File: config.mk
export PLATFORM = sky130hd
export DESIGN_NAME = long_div_u16_by_u8
export DESIGN_NICKNAME = d
export VERILOG_FILES = /design/src/long_div_pkg.sv /design/src/long_div_u16_by_u8.sv /design/src/digit_search.sv /design/src/operand_table.sv /design/src/digit_counter.sv /design/src/div_ctrl.sv
export VERILOG_INCLUDE_DIRS = /design/src /design/src/src
export SDC_FILE = /design/constraint.sdc
export NUM_CORES = 1
export LEC_CHECK = 0
export ABC_AREA = 1
export ABC_CLOCK_PERIOD_IN_PS = 9450
export BUFFER_PORTS_ARGS = -buffer_cell sky130_fd_sc_hd__buf_2
export CAP_MARGIN = 25
export CORE_MARGIN = 4
export CORE_UTILIZATION = 57
export DETAILED_ROUTE_END_ITERATION = 8
export PLACE_DENSITY_LB_ADDON = 0.1
export SLEW_MARGIN = 5
export SYNTH_ARGS = -nofsm -noshare
export SYNTH_HDL_FRONTEND = slang
export SYNTH_SLANG_ARGS = --single-unit
File: constraint.sdc
create_clock -name clk -period 9.45 [get_ports clk]
set_input_delay 0 -clock clk [delete_from_list [all_inputs] [get_ports clk]]
set_output_delay 0 -clock clk [all_outputs]
set_load 0.1 [all_outputs]
File: src/long_div_macros.svh
`ifndef LONG_DIV_MACROS_SVH
`define LONG_DIV_MACROS_SVH

// quotient digit size, one hex digit per step
`define LONG_DIV_RADIX_BITS 4

// 16-bit dividend split into hex digits
`define LONG_DIV_NUM_DIGITS 4

// one entry per possible digit value
`define LONG_DIV_NUM_MULTIPLES 16

// derived relations, for reference
//   dividend and quotient width = radix bits * digit count
//   multiple table covers digit values 0 .. 2**radix bits - 1
//   partial remainder width = divisor width + radix bits

`endif
File: src/long_div_pkg.sv
`include "long_div_macros.svh"

package long_div_pkg;

	// operand and result widths
	typedef logic [`LONG_DIV_RADIX_BITS*`LONG_DIV_NUM_DIGITS-1:0] dividend_t;
	typedef logic [7:0] divisor_t;
	typedef logic [`LONG_DIV_RADIX_BITS*`LONG_DIV_NUM_DIGITS-1:0] quotient_t;
	typedef logic [7:0] remainder_t;

	// remainder below 256, shifted up one digit, plus a nibble
	typedef logic [11:0] partial_t;

	// at most 255 * 15
	typedef logic [11:0] multiple_t;

	// quotient digit or dividend nibble
	typedef logic [`LONG_DIV_RADIX_BITS-1:0] digit_t;

	// digit position, highest value is the most significant digit
	typedef logic [$clog2(`LONG_DIV_NUM_DIGITS)-1:0] digit_idx_t;

	// entry k holds k times the divisor
	typedef multiple_t [`LONG_DIV_NUM_MULTIPLES-1:0] multiple_table_t;

	typedef struct packed
	{
		dividend_t dividend;
		divisor_t divisor;
	} div_cmd_t;

	typedef struct packed
	{
		quotient_t quotient;
		remainder_t remainder;
	} div_result_t;

	typedef enum logic
	{
		ST_IDLE,
		ST_WORKING
	} div_state_t;

endpackage

File: src/long_div_u16_by_u8.sv
module long_div_u16_by_u8 import long_div_pkg::*;
(
	input logic clk,
	input logic reset,
	input logic start,
	input div_cmd_t cmd,
	output div_result_t result,
	output logic data_valid,
	output logic can_accept_cmd
);

	logic load;
	logic step;
	logic last_digit;
	digit_idx_t digit_idx;
	multiple_table_t multiples;
	dividend_t dividend;

	// idle/working sequencing and the handshake levels
	div_ctrl i_div_ctrl
	(
		.clk(clk),
		.reset(reset),
		.start(start),
		.last_digit(last_digit),
		.load(load),
		.step(step),
		.data_valid(data_valid),
		.can_accept_cmd(can_accept_cmd)
	);

	// which quotient digit is being resolved
	digit_counter i_digit_counter
	(
		.clk(clk),
		.reset(reset),
		.load(load),
		.step(step),
		.digit_idx(digit_idx),
		.last_digit(last_digit)
	);

	// captured operands and divisor multiples
	operand_table i_operand_table
	(
		.clk(clk),
		.load(load),
		.cmd(cmd),
		.multiples(multiples),
		.dividend(dividend)
	);

	// per-digit search, subtract and quotient assembly
	digit_search i_digit_search
	(
		.clk(clk),
		.reset(reset),
		.load(load),
		.step(step),
		.digit_idx(digit_idx),
		.multiples(multiples),
		.dividend(dividend),
		.result(result)
	);

endmodule

File: src/digit_search.sv
`include "long_div_macros.svh"

module digit_search import long_div_pkg::*;
(
	input logic clk,
	input logic reset,
	input logic load,
	input logic step,
	input digit_idx_t digit_idx,
	input multiple_table_t multiples,
	input dividend_t dividend,
	output div_result_t result
);

	remainder_t remainder_q;
	quotient_t quotient_q;

	digit_t nibble;
	partial_t partial;
	partial_t difference;

	// candidate digit after each search level
	digit_t cand_l3;
	digit_t cand_l2;
	digit_t cand_l1;
	digit_t digit;

	// next dividend nibble, most significant first
	assign nibble = dividend[digit_idx * `LONG_DIV_RADIX_BITS +: `LONG_DIV_RADIX_BITS];

	// bring the nibble down next to the running remainder
	assign partial = {remainder_q, nibble};

	// binary search for the largest k with k * divisor <= partial
	always_comb
	begin
		// level 1 splits 0..7 from 8..15
		if (multiples[8] <= partial)
		begin
			cand_l3 = digit_t'(8);
		end
		else
		begin
			cand_l3 = digit_t'(0);
		end

		// level 2 tests bit 2
		if (multiples[cand_l3 | digit_t'(4)] <= partial)
		begin
			cand_l2 = cand_l3 | digit_t'(4);
		end
		else
		begin
			cand_l2 = cand_l3;
		end

		// level 3 tests bit 1
		if (multiples[cand_l2 | digit_t'(2)] <= partial)
		begin
			cand_l1 = cand_l2 | digit_t'(2);
		end
		else
		begin
			cand_l1 = cand_l2;
		end

		// last level settles bit 0
		if (multiples[cand_l1 | digit_t'(1)] <= partial)
		begin
			digit = cand_l1 | digit_t'(1);
		end
		else
		begin
			digit = cand_l1;
		end
	end

	// always below the divisor, so the upper bits are zero
	assign difference = partial - multiples[digit];

	always_ff @(posedge clk)
	begin
		if (reset || load)
		begin
			remainder_q <= '0;
			quotient_q <= '0;
		end
		else if (step)
		begin
			remainder_q <= difference[7:0];
			quotient_q[digit_idx * `LONG_DIV_RADIX_BITS +: `LONG_DIV_RADIX_BITS] <= digit;
		end
	end

	// stays put between divisions
	assign result.quotient = quotient_q;
	assign result.remainder = remainder_q;

endmodule

File: src/operand_table.sv
`include "long_div_macros.svh"

module operand_table import long_div_pkg::*;
(
	input logic clk,
	input logic load,
	input div_cmd_t cmd,
	output multiple_table_t multiples,
	output dividend_t dividend
);

	logic divisor_is_zero;
	divisor_t divisor_eff;
	dividend_t dividend_eff;
	multiple_table_t multiples_next;

	assign divisor_is_zero = (cmd.divisor == '0);

	// x / 0 runs as 0 / 1, giving quotient 0 and remainder 0
	assign divisor_eff = divisor_is_zero ? divisor_t'(1) : cmd.divisor;
	assign dividend_eff = divisor_is_zero ? '0 : cmd.dividend;

	// table of divisor times 0 .. 15
	always_comb
	begin
		for (int k = 0; k < `LONG_DIV_NUM_MULTIPLES; k++)
		begin
			multiples_next[k] = multiple_t'(divisor_eff) * multiple_t'(k);
		end
	end

	// held for the whole division, only rewritten on an accepted start
	always_ff @(posedge clk)
	begin
		if (load)
		begin
			dividend <= dividend_eff;
			multiples <= multiples_next;
		end
	end

endmodule

File: src/digit_counter.sv
`include "long_div_macros.svh"

module digit_counter import long_div_pkg::*;
(
	input logic clk,
	input logic reset,
	input logic load,
	input logic step,
	output digit_idx_t digit_idx,
	output logic last_digit
);

	// most significant digit goes first
	localparam digit_idx_t TOP_DIGIT = digit_idx_t'(`LONG_DIV_NUM_DIGITS - 1);

	always_ff @(posedge clk)
	begin
		if (reset)
		begin
			digit_idx <= '0;
		end
		else if (load)
		begin
			digit_idx <= TOP_DIGIT;
		end
		else if (step)
		begin
			// wraps after digit 0, harmless since the FSM is idle then
			digit_idx <= digit_idx - digit_idx_t'(1);
		end
	end

	// low nibble position ends the division
	assign last_digit = (digit_idx == '0);

endmodule

File: src/div_ctrl.sv
module div_ctrl import long_div_pkg::*;
(
	input logic clk,
	input logic reset,
	input logic start,
	input logic last_digit,
	output logic load,
	output logic step,
	output logic data_valid,
	output logic can_accept_cmd
);

	div_state_t state;
	div_state_t state_next;

	// a start only counts while idle, busy starts fall through
	assign load = start && (state == ST_IDLE);

	// one digit resolved per working cycle
	assign step = (state == ST_WORKING);

	always_comb
	begin
		state_next = state;
		case (state)
			ST_IDLE:
			begin
				if (start)
				begin
					state_next = ST_WORKING;
				end
			end

			ST_WORKING:
			begin
				// leave after the least significant digit
				if (last_digit)
				begin
					state_next = ST_IDLE;
				end
			end

			default:
			begin
				state_next = ST_IDLE;
			end
		endcase
	end

	always_ff @(posedge clk)
	begin
		if (reset)
		begin
			state <= ST_IDLE;
			data_valid <= 1'b0;
			can_accept_cmd <= 1'b1;
		end
		else
		begin
			state <= state_next;

			if (load)
			begin
				// old result is stale from here on
				data_valid <= 1'b0;
				can_accept_cmd <= 1'b0;
			end
			else if (step && last_digit)
			begin
				data_valid <= 1'b1;
				can_accept_cmd <= 1'b1;
			end
		end
	end

endmodule

==> impl_metrics.prom <==
# TYPE chip_impl_metric gauge
chip_impl_info{name="worstSetupEndpointType",value="flip-flop"} 1
chip_impl_metric{name="ys.warnings.count",unit=""} 0
chip_impl_metric{name="total_area_of_sequential_cells",unit="um2"} 3200
chip_impl_metric{name="clkTransAtPathRegs",unit="ps"} 60
chip_impl_metric{name="ys_seq_elements",unit=""} 116
chip_impl_metric{name="finalCritPeriodShare",unit=""} 0.907
chip_impl_metric{name="timing.final.setup_violations",unit=""} 0
chip_impl_metric{name="cts_sink_count",unit=""} 116
chip_impl_info{name="path_delay_family",value="simple AND/OR/NAND/NOR gates"} 1
chip_impl_metric{name="multi_input_area",unit="um2"} 5760
chip_impl_metric{name="die-width",unit="um"} 140
chip_impl_metric{name="placeableCoreArea",unit="um2"} 16800
chip_impl_metric{name="fillCellCount",unit=""} 1403
chip_impl_info{name="layout_common_cells",value="nand2_1 (207), inv_1 (179), ha_1 (117)"} 1
chip_impl_metric{name="syn-num-nets",unit=""} 1390
chip_impl_metric{name="setup-tns-final",unit="ps"} 0
chip_impl_metric{name="core.rowCount",unit=""} 47
chip_impl_metric{name="drtPass1Iterations",unit=""} 6
chip_impl_metric{name="ratio_of_cells_with_drive_above_1_in_the_final_layout",unit=""} 0.106
chip_impl_metric{name="drt-total-wl",unit="mm"} 25.8
chip_impl_metric{name="post_synthesis_cell_area",unit="um2"} 9910
chip_impl_metric{name="pin_count",unit=""} 53
chip_impl_metric{name="clockBufferDepth",unit=""} 2
chip_impl_metric{name="slew_limit_fails",unit=""} 0
chip_impl_metric{name="antenna_cell_count",unit=""} 0
chip_impl_metric{name="syn_to_final_growth",unit="%"} 13.1
chip_impl_info{name="yosys_most_used_dff",value="edfxtp_1"} 1
chip_impl_metric{name="final_core_util",unit=""} 0.666
chip_impl_metric{name="crit_fanout",unit=""} 34
chip_impl_info{name="timing.critical_path.from_type",value="flip-flop"} 1
chip_impl_metric{name="timing.critical_path.slowest_cell_delay",unit="ps"} 400
chip_impl_info{name="timing_worst_setup_path_type",value="flip-flop to flip-flop"} 1
chip_impl_info{name="crit_path_frequent_cell",value="nand2_1"} 1
chip_impl_metric{name="die_h",unit="um"} 140
chip_impl_metric{name="worst_ep_arrival_time",unit="ps"} 8900
chip_impl_metric{name="syn_area_per_cell",unit="um2"} 8.17
chip_impl_metric{name="timing.max_cap.violations",unit=""} 0
chip_impl_metric{name="first_global_vias",unit=""} 7982
chip_impl_info{name="cts_tree",value="built"} 1
chip_impl_metric{name="period_needed",unit="ps"} 8570
chip_impl_metric{name="synth_enable_flop_cells",unit=""} 87
chip_impl_metric{name="grt_overflow",unit=""} 0
chip_impl_metric{name="design.die.area",unit="um2"} 19600
chip_impl_metric{name="final_critical_path_setup_slack",unit="ps"} 877
chip_impl_metric{name="worst-slew-pin-transition",unit="ps"} 776
chip_impl_metric{name="antenna_violations_before_repair",unit=""} 0
chip_impl_metric{name="cts-htree-levels",unit=""} 4
chip_impl_metric{name="slew-limit-headroom",unit=""} 0.482
chip_impl_metric{name="wire_per_inst",unit="um"} 17.0
chip_impl_info{name="hold_path_class",value="primary input to flip-flop"} 1
chip_impl_metric{name="critical_path_buf_inv_count",unit=""} 14
chip_impl_metric{name="number_of_input_and_output_port_buffers_inserted",unit=""} 52
chip_impl_metric{name="gp_congestion",unit=""} 0.930
chip_impl_metric{name="final-instance-count-excl-fill",unit=""} 1517
chip_impl_metric{name="hpwl",unit="mm"} 19.8
chip_impl_info{name="outcome",value="finished, final reports clean"} 1
chip_impl_metric{name="clk_latency",unit="ps"} 430
chip_impl_metric{name="detail_route.iter0.violations",unit=""} 746
chip_impl_metric{name="num-nets-final",unit=""} 1461
chip_impl_metric{name="asyncSetResetFlopFracSynth",unit=""} 0
chip_impl_metric{name="synth_cells",unit=""} 1213
chip_impl_info{name="cp_slowest_cell",value="dfxtp_4"} 1
chip_impl_metric{name="detail-route-antenna-nets",unit=""} 0
chip_impl_metric{name="yosysSeqAreaShare",unit=""} 0.322
chip_impl_metric{name="finalClockSkew",unit="ps"} 15.3
chip_impl_metric{name="post-place-ws",unit="ps"} 548
chip_impl_metric{name="vias_cell",unit=""} 5.63
chip_impl_metric{name="grt_util_all_layers",unit=""} 0.268
chip_impl_metric{name="drcViolationCount",unit=""} 0
chip_impl_metric{name="routed_via_count",unit=""} 8544
chip_impl_info{name="layout.cells.most_common",value="nand2_1"} 1
chip_impl_metric{name="global_route_wire_length_before_repair",unit="mm"} 41.3
chip_impl_info{name="cts-root-buf",value="clkbuf_16"} 1
chip_impl_metric{name="hold_viol_final",unit=""} 0
chip_impl_metric{name="worst_ep_required_time",unit="ps"} 9780
chip_impl_metric{name="dpl.cell_count",unit=""} 1462
chip_impl_metric{name="initial_core_util",unit=""} 0.589
chip_impl_metric{name="max_freq",unit="MHz"} 117
chip_impl_metric{name="numCtsBuffers",unit=""} 17
chip_impl_metric{name="synthDistinctLibCells",unit=""} 50
chip_impl_metric{name="maximum_number_of_pins_on_one_net_before_global_route_repair",unit=""} 89
==> worst register-to-register path: cells and delay by family, from the launching register on <==
kind	cells	cell delay (ps)
simple gates	33	3300
xor+xnor	1	210
fa+ha+maj	5	1430
compound gates	7	1340
flops	1	400
buf+inv	14	1820
==> layer usage <==
layer,routed length (um),track usage
met1,11500,0.380
met4,464,0.0658
met3,1800,0.0528
met2,12000,0.424
met5,0,0
==> cell usage after synthesis (7+ instances only) <==
master / instances / area (um2)
buf_4: 9 / 67.6
nand2_1: 207 / 777
fa_1: 33 / 661
nor2_1: 117 / 439
xor2_1: 40 / 350
dfxtp_1: 29 / 581
clkbuf_1: 10 / 37.5
inv_1: 179 / 672
o211ai_1: 20 / 150
xnor2_1: 8 / 70.1
a21oi_1: 92 / 460
o21ai_1: 10 / 50.1
buf_6: 10 / 113
o21ai_0: 90 / 450
ha_1: 117 / 1460
buf_2: 11 / 55.1
inv_2: 7 / 26.3
edfxtp_1: 87 / 2610
nand3_1: 66 / 330
==> path summary, 6_finish.rpt <==
| check | from | endpoint | slack, ps | cells after the start |
|---|---|---|---|---|
| min | cmd[3] | i_operand_table.multiples[111] | 90 | 3 |
| min reg2reg | i_digit_search.quotient_q[15] | i_digit_search.quotient_q[15] | 460 | 2 |
| max reg2reg | i_digit_counter.digit_idx[0] | i_digit_search.remainder_q[7] | 880 | 60 |
| max | i_digit_counter.digit_idx[0] | i_digit_search.remainder_q[7] | 880 | 60 |
==> layout make-up <==
cell class	instances	share of cell area
timing repair buffer	93	0.0603
tap	220	0.0246
multi-input combinational	869	0.514
sequential	116	0.285
clock inverter	15	0.0141
inverter	187	0.0635
clock buffer	17	0.0380
==> stage by stage <==
stage / instance area (um2) / hold WS [ps]
2_1_floorplan: 9910 / 152
6_report: 11200 / 90.0
4_1_cts: 11100 / 72.1
3_3_place_gp: 10300 / 280
3_5_place_dp: 10300 / 287
5_1_grt: 11200 / 111
==> timing repair <==
| action | in CTS | in global routing |
|---|---|---|
| hold endpoints to repair | 25 | 0 |
| buffers inserted | 0 | 0 |
| setup endpoints to repair | 0 | 4 |
| hold buffers | 22 | 0 |
| resized for setup | 0 | 12 |
==> state kept, by name, summed over array words and instances (netlist names) <==
register and flops:
i_div_ctrl.step 1, i_operand_table.dividend 16, i_div_ctrl.can_accept_cmd 1, i_div_ctrl.data_valid 1, i_digit_search.remainder_q 8, i_digit_counter.digit_idx 2
i_digit_search.quotient_q 16, i_operand_table.multiples 71
==> cell families (layout without fill, tap and decap cells) <==
family,count (synthesis),after routing,synth area share
XOR/XNOR,48,48,0.0424
buffers and inverters,228,312,0.0991
AND/OR/NAND/NOR,421,421,0.180
adder cells (fa/ha/maj),150,150,0.214
flip-flops,116,116,0.322
AO/OA/AOI/OAI,250,250,0.142
Power is left out: the tool's default activity adds up to more than one toggle a clock period on the data nets, which glitch-free logic cannot reach.
